<file path="config.mk">
export PLATFORM = sky130hd
export DESIGN_NAME = periph_subsys
export DESIGN_NICKNAME = d
export VERILOG_FILES = /design/src/rtl/periph_pkg.sv /design/src/rtl/bus_pkg.sv /design/src/rtl/periph_subsys.sv /design/src/rtl/irq_ctrl.sv /design/src/rtl/mtimer.sv /design/src/rtl/gpio_ctrl.sv /design/src/rtl/reg_demux.sv /design/src/rtl/obi_to_reg.sv
export SDC_FILE = /design/constraint.sdc
export NUM_CORES = 1
export LEC_CHECK = 0
export BUFFER_PORTS_ARGS = -buffer_cell sky130_fd_sc_hd__buf_4
export CAP_MARGIN = 10
export CORE_ASPECT_RATIO = 1.5
export CORE_MARGIN = 1.5
export CORE_UTILIZATION = 51
export CTS_CLUSTER_SIZE = 24
export DETAILED_ROUTE_END_ITERATION = 10
export PLACE_DENSITY = 0.87
export SLEW_MARGIN = 20
export SYNTH_ARGS = -nofsm -noshare
export SYNTH_HDL_FRONTEND = slang
export SYNTH_SLANG_ARGS = --single-unit
</file>
<file path="constraint.sdc">
create_clock -name clk_i -period 2.25 [get_ports clk_i]
set_clock_uncertainty 0.15 [all_clocks]
set_input_delay 0.45 -clock clk_i [delete_from_list [all_inputs] [get_ports clk_i]]
set_output_delay 0.45 -clock clk_i [all_outputs]
set_load 0.005 [all_outputs]
</file>
<file path="src/rtl/periph_pkg.sv">
/*
 * Address map, register offsets and interrupt numbering of the peripheral
 * subsystem. Decoder and peripherals import it.
 */
package periph_pkg;

  typedef logic [1:0]  periph_sel_t;
  typedef logic [2:0]  reg_off_t;
  typedef logic [4:0]  irq_id_t;
  typedef logic [31:0] gpio_t;

  // Peripheral index from address bits 13:12, index 3 unmapped
  localparam periph_sel_t IRQ_IDX   = 2'd0;
  localparam periph_sel_t GPIO_IDX  = 2'd1;
  localparam periph_sel_t TIMER_IDX = 2'd2;

  localparam reg_off_t GPIO_DATA_IN     = 3'd0;
  localparam reg_off_t GPIO_DATA_OUT    = 3'd1;
  localparam reg_off_t GPIO_OUT_EN      = 3'd2;
  localparam reg_off_t GPIO_INTR_EN     = 3'd3;
  localparam reg_off_t GPIO_INTR_STATUS = 3'd4;

  localparam reg_off_t TIMER_COUNT   = 3'd0;
  localparam reg_off_t TIMER_COMPARE = 3'd1;
  localparam reg_off_t TIMER_CTRL    = 3'd2;

  localparam reg_off_t IRQ_ENABLE  = 3'd0;
  localparam reg_off_t IRQ_PENDING = 3'd1;
  localparam reg_off_t IRQ_CLAIM   = 3'd2;
  localparam reg_off_t IRQ_MSIP    = 3'd3;

  // ID of GPIO pin 0, ID 0 stays tied to zero
  localparam int GPIO_IRQ_BASE = 1;

  // Timer CTRL layout, enable in bit 0 and prescale in 15:8
  typedef struct packed {
    logic [15:0] rsvd_hi;
    logic [7:0]  prescale;
    logic [6:0]  rsvd_lo;
    logic        en;
  } timer_ctrl_t;

  localparam logic [31:0] TIMER_CTRL_MASK = 32'h0000_ff01;

  function automatic periph_sel_t get_sel(logic [31:0] addr);
    return addr[13:12];
  endfunction

  function automatic reg_off_t get_off(logic [31:0] addr);
    return addr[4:2];
  endfunction

endpackage : periph_pkg

</file>
<file path="src/rtl/bus_pkg.sv">
/*
 * Bus widths and the OBI and register-bus structs shared by the bridge,
 * the decoder and every peripheral.
 */
package bus_pkg;

  typedef logic [31:0] addr_t;
  typedef logic [31:0] data_t;
  typedef logic [3:0]  strb_t;

  // Core side, OBI request and response
  typedef struct packed {
    logic  req;
    logic  we;
    strb_t be;
    addr_t addr;
    data_t wdata;
  } obi_req_t;

  typedef struct packed {
    logic  gnt;
    logic  rvalid;
    data_t rdata;
  } obi_resp_t;

  // Register bus, always ready
  typedef struct packed {
    logic  valid;
    logic  write;
    addr_t addr;
    data_t wdata;
    strb_t wstrb;
  } reg_req_t;

  typedef struct packed {
    data_t rdata;
  } reg_rsp_t;

  // Merge write data into a register under byte enables
  function automatic data_t apply_strb(data_t old_val, data_t new_val, strb_t strb);
    data_t res;
    res = old_val;
    for (int b = 0; b < 4; b++) begin
      if (strb[b]) begin
        res[8*b+:8] = new_val[8*b+:8];
      end
    end
    return res;
  endfunction

endpackage : bus_pkg
</file>
<file path="src/rtl/periph_subsys.sv">
/*
 * Peripheral subsystem top. One OBI slave port reaches the interrupt
 * controller, GPIO and machine timer through a register-bus decoder.
 */
`timescale 1ns/100ps

module periph_subsys
  import bus_pkg::*;
  import periph_pkg::*;
#(
  parameter int GPIO_W   = 16,
  parameter int NEXT_INT = 4
) (
  input  logic                clk_i,
  input  logic                rst_i,

  input  obi_req_t            slave_req_i,
  output obi_resp_t           slave_resp_o,

  // Interrupts
  input  logic [NEXT_INT-1:0] intr_ext_i,
  output logic                irq_plic_o,
  output irq_id_t             claim_id_o,
  output logic                msip_o,

  // GPIO pins
  input  gpio_t               gpio_i,
  output gpio_t               gpio_o,
  output gpio_t               gpio_en_o,

  output logic                timer_intr_o
);

  localparam int NUM_SRC = GPIO_W + NEXT_INT + 2;

  reg_req_t           periph_req, irq_req, gpio_req, timer_req;
  reg_rsp_t           periph_rsp, irq_rsp, gpio_rsp, timer_rsp;
  logic [GPIO_W-1:0]  gpio_intr;
  logic [NUM_SRC-1:0] intr_vector;

  // ID 0 tied low, then GPIO pins, timer and external lines
  assign intr_vector = {intr_ext_i, timer_intr_o, gpio_intr, 1'b0};

  obi_to_reg obi_to_reg_i (
    .clk_i,
    .rst_i,
    .obi_req_i (slave_req_i),
    .obi_resp_o(slave_resp_o),
    .reg_req_o (periph_req),
    .reg_rsp_i (periph_rsp)
  );

  reg_demux reg_demux_i (
    .reg_req_i  (periph_req),
    .reg_rsp_o  (periph_rsp),
    .irq_req_o  (irq_req),
    .gpio_req_o (gpio_req),
    .timer_req_o(timer_req),
    .irq_rsp_i  (irq_rsp),
    .gpio_rsp_i (gpio_rsp),
    .timer_rsp_i(timer_rsp)
  );

  gpio_ctrl #(
    .GPIO_W(GPIO_W)
  ) gpio_ctrl_i (
    .clk_i,
    .rst_i,
    .reg_req_i(gpio_req),
    .reg_rsp_o(gpio_rsp),
    .gpio_i,
    .gpio_o,
    .gpio_en_o,
    .intr_o   (gpio_intr)
  );

  mtimer mtimer_i (
    .clk_i,
    .rst_i,
    .reg_req_i(timer_req),
    .reg_rsp_o(timer_rsp),
    .intr_o   (timer_intr_o)
  );

  irq_ctrl #(
    .NUM_SRC(NUM_SRC)
  ) irq_ctrl_i (
    .clk_i,
    .rst_i,
    .reg_req_i (irq_req),
    .reg_rsp_o (irq_rsp),
    .intr_src_i(intr_vector),
    .irq_o     (irq_plic_o),
    .claim_id_o,
    .msip_o
  );

endmodule : periph_subsys

</file>
<file path="src/rtl/irq_ctrl.sv">
/*
 * Interrupt controller with an enable mask over level sources, a claim
 * register giving the lowest enabled pending ID, and a software interrupt.
 */
`timescale 1ns/100ps

module irq_ctrl
  import bus_pkg::*;
  import periph_pkg::*;
#(
  parameter int NUM_SRC = 22
) (
  input  logic               clk_i,
  input  logic               rst_i,
  input  reg_req_t           reg_req_i,
  output reg_rsp_t           reg_rsp_o,
  input  logic [NUM_SRC-1:0] intr_src_i,
  output logic               irq_o,
  output irq_id_t            claim_id_o,
  output logic               msip_o
);

  localparam data_t SRC_MASK = (32'd1 << NUM_SRC) - 32'd1;

  data_t    enable_q;
  data_t    pending, active;
  irq_id_t  claim_id;
  logic     msip_q;
  logic     wr;
  reg_off_t off;

  assign wr  = reg_req_i.valid && reg_req_i.write;
  assign off = get_off(reg_req_i.addr);

  always_ff @(posedge clk_i) begin
    if (rst_i) begin
      enable_q <= '0;
      msip_q   <= 1'b0;
    end else begin
      if (wr && off == IRQ_ENABLE) begin
        enable_q <= apply_strb(enable_q, reg_req_i.wdata, reg_req_i.wstrb) & SRC_MASK;
      end
      if (wr && off == IRQ_MSIP && reg_req_i.wstrb[0]) begin
        msip_q <= reg_req_i.wdata[0];
      end
    end
  end

  // ID 0 never pends
  always_comb begin
    pending             = '0;
    pending[NUM_SRC-1:0] = intr_src_i;
    pending[0]          = 1'b0;
  end

  assign active = pending & enable_q;

  // Scan down so the lowest active ID is kept
  always_comb begin
    claim_id = '0;
    for (int i = NUM_SRC - 1; i > 0; i--) begin
      if (active[i]) begin
        claim_id = irq_id_t'(i);
      end
    end
  end

  always_comb begin
    case (off)
      IRQ_ENABLE:  reg_rsp_o.rdata = enable_q;
      IRQ_PENDING: reg_rsp_o.rdata = pending;
      IRQ_CLAIM:   reg_rsp_o.rdata = data_t'(claim_id);
      IRQ_MSIP:    reg_rsp_o.rdata = data_t'(msip_q);
      default:     reg_rsp_o.rdata = '0;
    endcase
  end

  assign irq_o      = |active;
  assign claim_id_o = claim_id;
  assign msip_o     = msip_q;

endmodule : irq_ctrl

</file>
<file path="src/rtl/mtimer.sv">
/*
 * Machine timer, a prescaled 32-bit counter with a compare register and a
 * registered expiry interrupt.
 */
`timescale 1ns/100ps

module mtimer
  import bus_pkg::*;
  import periph_pkg::*;
(
  input  logic     clk_i,
  input  logic     rst_i,
  input  reg_req_t reg_req_i,
  output reg_rsp_t reg_rsp_o,
  output logic     intr_o
);

  data_t       count_q, compare_q;
  timer_ctrl_t ctrl_q;
  logic [7:0]  tick_q;
  logic        intr_q;
  logic        wr;
  reg_off_t    off;

  assign wr  = reg_req_i.valid && reg_req_i.write;
  assign off = get_off(reg_req_i.addr);

  always_ff @(posedge clk_i) begin
    if (rst_i) begin
      count_q   <= '0;
      compare_q <= '1;
      ctrl_q    <= '0;
      tick_q    <= '0;
      intr_q    <= 1'b0;
    end else begin
      // Count once every prescale+1 cycles
      if (!ctrl_q.en || tick_q == ctrl_q.prescale) begin
        tick_q <= '0;
      end else begin
        tick_q <= tick_q + 8'd1;
      end
      if (wr && off == TIMER_COUNT) begin
        count_q <= apply_strb(count_q, reg_req_i.wdata, reg_req_i.wstrb);
      end else if (ctrl_q.en && tick_q == ctrl_q.prescale) begin
        count_q <= count_q + 32'd1;
      end
      if (wr && off == TIMER_COMPARE) begin
        compare_q <= apply_strb(compare_q, reg_req_i.wdata, reg_req_i.wstrb);
      end
      if (wr && off == TIMER_CTRL) begin
        ctrl_q <= timer_ctrl_t'(apply_strb(ctrl_q, reg_req_i.wdata, reg_req_i.wstrb)
                  & TIMER_CTRL_MASK);
      end
      intr_q <= ctrl_q.en && (count_q >= compare_q);
    end
  end

  always_comb begin
    case (off)
      TIMER_COUNT:   reg_rsp_o.rdata = count_q;
      TIMER_COMPARE: reg_rsp_o.rdata = compare_q;
      TIMER_CTRL:    reg_rsp_o.rdata = ctrl_q;
      default:       reg_rsp_o.rdata = '0;
    endcase
  end

  assign intr_o = intr_q;

endmodule : mtimer

</file>
<file path="src/rtl/gpio_ctrl.sv">
/*
 * GPIO block with output data and enable registers, synchronized inputs
 * and rising-edge interrupts with write-one-to-clear status.
 */
`timescale 1ns/100ps

module gpio_ctrl
  import bus_pkg::*;
  import periph_pkg::*;
#(
  parameter int GPIO_W = 16
) (
  input  logic              clk_i,
  input  logic              rst_i,
  input  reg_req_t          reg_req_i,
  output reg_rsp_t          reg_rsp_o,
  input  gpio_t             gpio_i,
  output gpio_t             gpio_o,
  output gpio_t             gpio_en_o,
  output logic [GPIO_W-1:0] intr_o
);

  localparam gpio_t PIN_MASK = (32'd1 << GPIO_W) - 32'd1;

  gpio_t    sync1_q, sync2_q, data_in_q;
  gpio_t    data_out_q, out_en_q, intr_en_q, status_q;
  gpio_t    rise, w1c, intr_lvl;
  logic     wr;
  reg_off_t off;

  assign wr  = reg_req_i.valid && reg_req_i.write;
  assign off = get_off(reg_req_i.addr);

  // Third flop doubles as the edge reference
  assign rise = sync2_q & ~data_in_q;
  assign w1c  = (wr && off == GPIO_INTR_STATUS) ? apply_strb('0, reg_req_i.wdata,
                reg_req_i.wstrb) : '0;

  always_ff @(posedge clk_i) begin
    if (rst_i) begin
      sync1_q    <= '0;
      sync2_q    <= '0;
      data_in_q  <= '0;
      data_out_q <= '0;
      out_en_q   <= '0;
      intr_en_q  <= '0;
      status_q   <= '0;
    end else begin
      sync1_q   <= gpio_i & PIN_MASK;
      sync2_q   <= sync1_q;
      data_in_q <= sync2_q;
      if (wr && off == GPIO_DATA_OUT) begin
        data_out_q <= apply_strb(data_out_q, reg_req_i.wdata, reg_req_i.wstrb) & PIN_MASK;
      end
      if (wr && off == GPIO_OUT_EN) begin
        out_en_q <= apply_strb(out_en_q, reg_req_i.wdata, reg_req_i.wstrb) & PIN_MASK;
      end
      if (wr && off == GPIO_INTR_EN) begin
        intr_en_q <= apply_strb(intr_en_q, reg_req_i.wdata, reg_req_i.wstrb) & PIN_MASK;
      end
      // New edge beats a clear
      status_q <= ((status_q & ~w1c) | rise) & PIN_MASK;
    end
  end

  always_comb begin
    case (off)
      GPIO_DATA_IN:     reg_rsp_o.rdata = data_in_q;
      GPIO_DATA_OUT:    reg_rsp_o.rdata = data_out_q;
      GPIO_OUT_EN:      reg_rsp_o.rdata = out_en_q;
      GPIO_INTR_EN:     reg_rsp_o.rdata = intr_en_q;
      GPIO_INTR_STATUS: reg_rsp_o.rdata = status_q;
      default:          reg_rsp_o.rdata = '0;
    endcase
  end

  assign intr_lvl  = status_q & intr_en_q;
  assign intr_o    = intr_lvl[GPIO_W-1:0];
  assign gpio_o    = data_out_q;
  assign gpio_en_o = out_en_q;

endmodule : gpio_ctrl

</file>
<file path="src/rtl/reg_demux.sv">
/*
 * Routes a register-bus access to the interrupt controller, GPIO or timer
 * by address bits 13:12. Unmapped accesses read zero and drop writes.
 */
`timescale 1ns/100ps

module reg_demux
  import bus_pkg::*;
  import periph_pkg::*;
(
  input  reg_req_t reg_req_i,
  output reg_rsp_t reg_rsp_o,
  output reg_req_t irq_req_o,
  output reg_req_t gpio_req_o,
  output reg_req_t timer_req_o,
  input  reg_rsp_t irq_rsp_i,
  input  reg_rsp_t gpio_rsp_i,
  input  reg_rsp_t timer_rsp_i
);

  periph_sel_t sel;

  assign sel = get_sel(reg_req_i.addr);

  // Same request to all, valid only toward the selected target
  always_comb begin
    irq_req_o         = reg_req_i;
    gpio_req_o        = reg_req_i;
    timer_req_o       = reg_req_i;
    irq_req_o.valid   = reg_req_i.valid && (sel == IRQ_IDX);
    gpio_req_o.valid  = reg_req_i.valid && (sel == GPIO_IDX);
    timer_req_o.valid = reg_req_i.valid && (sel == TIMER_IDX);
  end

  always_comb begin
    case (sel)
      IRQ_IDX: begin
        reg_rsp_o = irq_rsp_i;
      end
      GPIO_IDX: begin
        reg_rsp_o = gpio_rsp_i;
      end
      TIMER_IDX: begin
        reg_rsp_o = timer_rsp_i;
      end
      default: begin
        reg_rsp_o.rdata = '0;
      end
    endcase
  end

endmodule : reg_demux

</file>
<file path="src/rtl/obi_to_reg.sv">
/*
 * OBI slave port to single-cycle register bus. Grants every request and
 * returns rvalid with registered read data one cycle later.
 */
`timescale 1ns/100ps

module obi_to_reg
  import bus_pkg::*;
(
  input  logic      clk_i,
  input  logic      rst_i,
  input  obi_req_t  obi_req_i,
  output obi_resp_t obi_resp_o,
  output reg_req_t  reg_req_o,
  input  reg_rsp_t  reg_rsp_i
);

  logic  rvalid_q;
  data_t rdata_q;

  // No back-pressure, register bus is always ready
  assign reg_req_o.valid = obi_req_i.req;
  assign reg_req_o.write = obi_req_i.we;
  assign reg_req_o.addr  = obi_req_i.addr;
  assign reg_req_o.wdata = obi_req_i.wdata;
  assign reg_req_o.wstrb = obi_req_i.be;

  always_ff @(posedge clk_i) begin
    if (rst_i) begin
      rvalid_q <= 1'b0;
    end else begin
      rvalid_q <= obi_req_i.req;
    end
  end

  // Writes return zero data
  always_ff @(posedge clk_i) begin
    if (obi_req_i.req) begin
      rdata_q <= obi_req_i.we ? '0 : reg_rsp_i.rdata;
    end
  end

  assign obi_resp_o.gnt    = obi_req_i.req;
  assign obi_resp_o.rvalid = rvalid_q;
  assign obi_resp_o.rdata  = rdata_q;

endmodule : obi_to_reg

</file>
==> metrics.yaml <==
status: "finished with violations"
violations: "setup timing"
start_util: 0.520
drv_cap: 0
power.density_mw_per_mm2: 609
via_per_inst: 6.17
mostFrequentLayoutCell: "buf_4"
dieArea_mm2: 0.0258
yosys.cell_types.count: 77
num_vias: 12712
crit_path_start_kind: "flip-flop"
drive_gt1_frac: 0.258
core_region_area_mm2: 0.0243
grt_max_degree: 85
yosysSeqAreaShare: 0.421
cts_made_buffers: 25
final_cell_mix: "275 x buf_4, 193 x dfxtp_1, 175 x nand2_1, 149 x a21oi_1, 108 x nor2_1"
cts_tree: "yes"
ys.flop_type: "dfxtp_1"
required_ns: 1.65
synthCells: 1495
yosys.area_share.simple: 0.218
cts_max_level: 1
clk_pin_slew_worst_paths_ns: 0.06
ios: 214
hold_viol_final: 0
wl_met1_mm: 14.5
clk_latency_ns: 0.54
io_buffer_count: 138
p_leak_nw: 6.79
drt_first_iter_violations: 1150
rsz0062_at_grt: "true"
cts_num_sinks: 250
place_inst: 1981
antenna_found_initial: 0
met3WireLength_mm: 3.21
synth_edf_count: 32
finalMaxSlewViolations: 0
postRouteAntennaNets: 0
utilization: 0.668
timing.final.ws_setup_ns: -0.332
yosysTopAreaCell: "dfxtp_1"
min_path_type: "in -> reg"
period_share: 1.15
fmax_ghz: 0.387
syn_avg_cell_area_um2: 8.47
rows: 70
end_kind: "output port"
ys_top_cells_by_area: "dfxtp_1 34%, edfxtp_1 7.6%, a21oi_1 6.0%"
synthAdderAreaFrac: 0.0336
drt_wl_total_mm: 41.3
netlist_area_mm2: 0.0127
route.detailed.drc: 0
synth_top_area_frac: 0.345
grt_pass1_vias: 12707
synth.mux.area_fraction: 0.0447
cts_buffer_depth: 3
dpl.hpwl_mm: 28.7
fin_total_pwr_mw: 9.90
layout.nets: 1858
wl_per_cell_um: 20.1
setup_violations: 7
synth_top_family_by_area: "simple AND/OR/NAND/NOR gates"
ys_ff_latch: 250
synth_xor_area_frac: 0.0104
grt_pass1_wl_mm: 65.0
finalNonFillerCells: 2059
peakVddDrop_mv: 0.606
worst-setup-path-type: "reg -> out"
cts_root_buf: "clkbuf_16"
first_pass_iters: 6
path_max_fanout: 4
ys_async_sr_fraction: 0
worst_ep_arrival_time_ns: 1.98
overflow: 0
period_needed_ns: 2.58
wl_met2_mm: 20.8
highest-signal-layer: "met4"
die_x_um: 132
grt_use_total: 0.311
synth_compound_area_frac: 0.200
fp.dieH_um: 196
place_congestion: 0.973
area_growth_pct: 28.4
yosys_warnings: 0
cells in the mapped netlist (all sizes together) (3+ instances only):
library cell,instances
a21oi,153
or2,4
mux2,17
a22oi,57
and4,6
o22ai,33
a31oi,7
o21ai,43
dfxtp,218
nand2,178
o211ai,34
nand3,98
a211oi,6
a31o,5
o21a,5
ha,34
or3,4
edfxtp,32
nand4,16
xor2,13
a32o,4
nor4,10
o31ai,3
and3,23
mux2i,37
nor3b,4
nor3,17
clkbuf,73
nor2b,71
nor2,111
a32oi,15
and2,5
buf,74
a2111oi,4
o41ai,4
inv,40
state kept, by name, summed over array words and instances (netlist names):
signal	count
obi_to_reg_i.rdata_q	32
mtimer_i.ctrl_q	9
mtimer_i.tick_q	8
irq_ctrl_i.msip_o	1
gpio_ctrl_i.sync2_q	16
gpio_ctrl_i.gpio_en_o	16
gpio_ctrl_i.gpio_o	16
gpio_ctrl_i.intr_en_q	16
mtimer_i.intr_o	1
obi_to_reg_i.rvalid_q	1
gpio_ctrl_i.status_q	16
mtimer_i.count_q	32
irq_ctrl_i.enable_q	22
gpio_ctrl_i.data_in_q	16
gpio_ctrl_i.sync1_q	16
mtimer_i.compare_q	32
through the flow:
step | setup TNS (ns) | instance area [um2] | hold WS (ns) | setup WS (ns)
2_1_floorplan | 0 | 12800 | 0.264 | 0.0305
3_3_place_gp | -0.486 | 14700 | 0.272 | -0.282
3_5_place_dp | -0.618 | 14700 | 0.275 | -0.351
4_1_cts | -1.52 | 16000 | 0.000337 | -0.294
5_1_grt | -2.04 | 16300 | 0.0144 | -0.364
6_report | -1.72 | 16300 | 0.00373 | -0.332
worst max-delay path, cell delays in order, from the launching register on:
cell,delay (ns)
dfxtp_1,0.40
nand3_1,0.24
nand3_1,0.24
a31o_4,0.14
a21oi_4,0.05
a21oi_2,0.22
buf_4,0.17
path summary, 6_finish.rpt:
| path | start | endpoint | slack [ns] | cells after the start |
|---|---|---|---|---|
| hold reg to reg | gpio_ctrl_i.sync1_q[14]$_SDFF_PP0_ | gpio_ctrl_i.sync2_q[14]$_SDFF_PP0_ | 0.30 | 1 |
| setup reg to reg | gpio_ctrl_i.status_q[8]$_SDFF_PP0_ | obi_to_reg_i.rdata_q[4]$_SDFFCE_PP0P_ | -0.04 | 7 |
| setup / recovery | gpio_ctrl_i.intr_en_q[14]$_SDFFE_PP0P_ | claim_id_o[0] | -0.33 | 6 |
| hold / removal | gpio_i[14] | gpio_ctrl_i.sync1_q[14]$_SDFF_PP0_ | 0.004 | 2 |
logic make-up (layout without fill, tap and decap cells):
| kind of cell | Yosys count | count (layout) |
|---|---|---|
| and+or+nand+nor | 557 | 557 |
| AOI/OAI and AO/OA | 397 | 397 |
| DFF | 250 | 250 |
| buffers and inverters | 187 | 395 |
| muxes | 54 | 54 |
| adders and majority gates | 34 | 34 |
| xor gates and xnor gates | 15 | 15 |
| other | 1 | 33 |
what timing repair did:
| action | in CTS | in global routing |
|---|---|---|
| hold buffers | 17 | 0 |
| pin swaps | 16 | 16 |
| buffers inserted | 7 | 8 |
| resized for setup | 48 | 48 |
| endpoints found under the setup margin | 8 | 20 |
| endpoints found under the hold margin | 17 | 0 |
where the power goes:
part / switching [mW] / internal, mW
clock: 1.87 / 2.65
sequential: 0.0466 / 4.59
combinational: 0.443 / 0.305
total: 2.36 / 7.54
layout make-up:
type	count	area [um2]
fill	1818	8090
multi-input combinational	1089	6870
sequential	250	5360
timing repair buffer	310	2580
clock buffer	33	728
tap	324	405
clock inverter	12	163
inverter	40	150
antenna	1	2.50
layer usage:
metal / global-route usage / vias to the layer above
met5: 0 / -
met1: 0.336 / 5977
met2: 0.562 / 747
met4: 0.208 / 0
li1: - / 5750
met3: 0.0457 / 238
(Power assumes the default switching activity.)
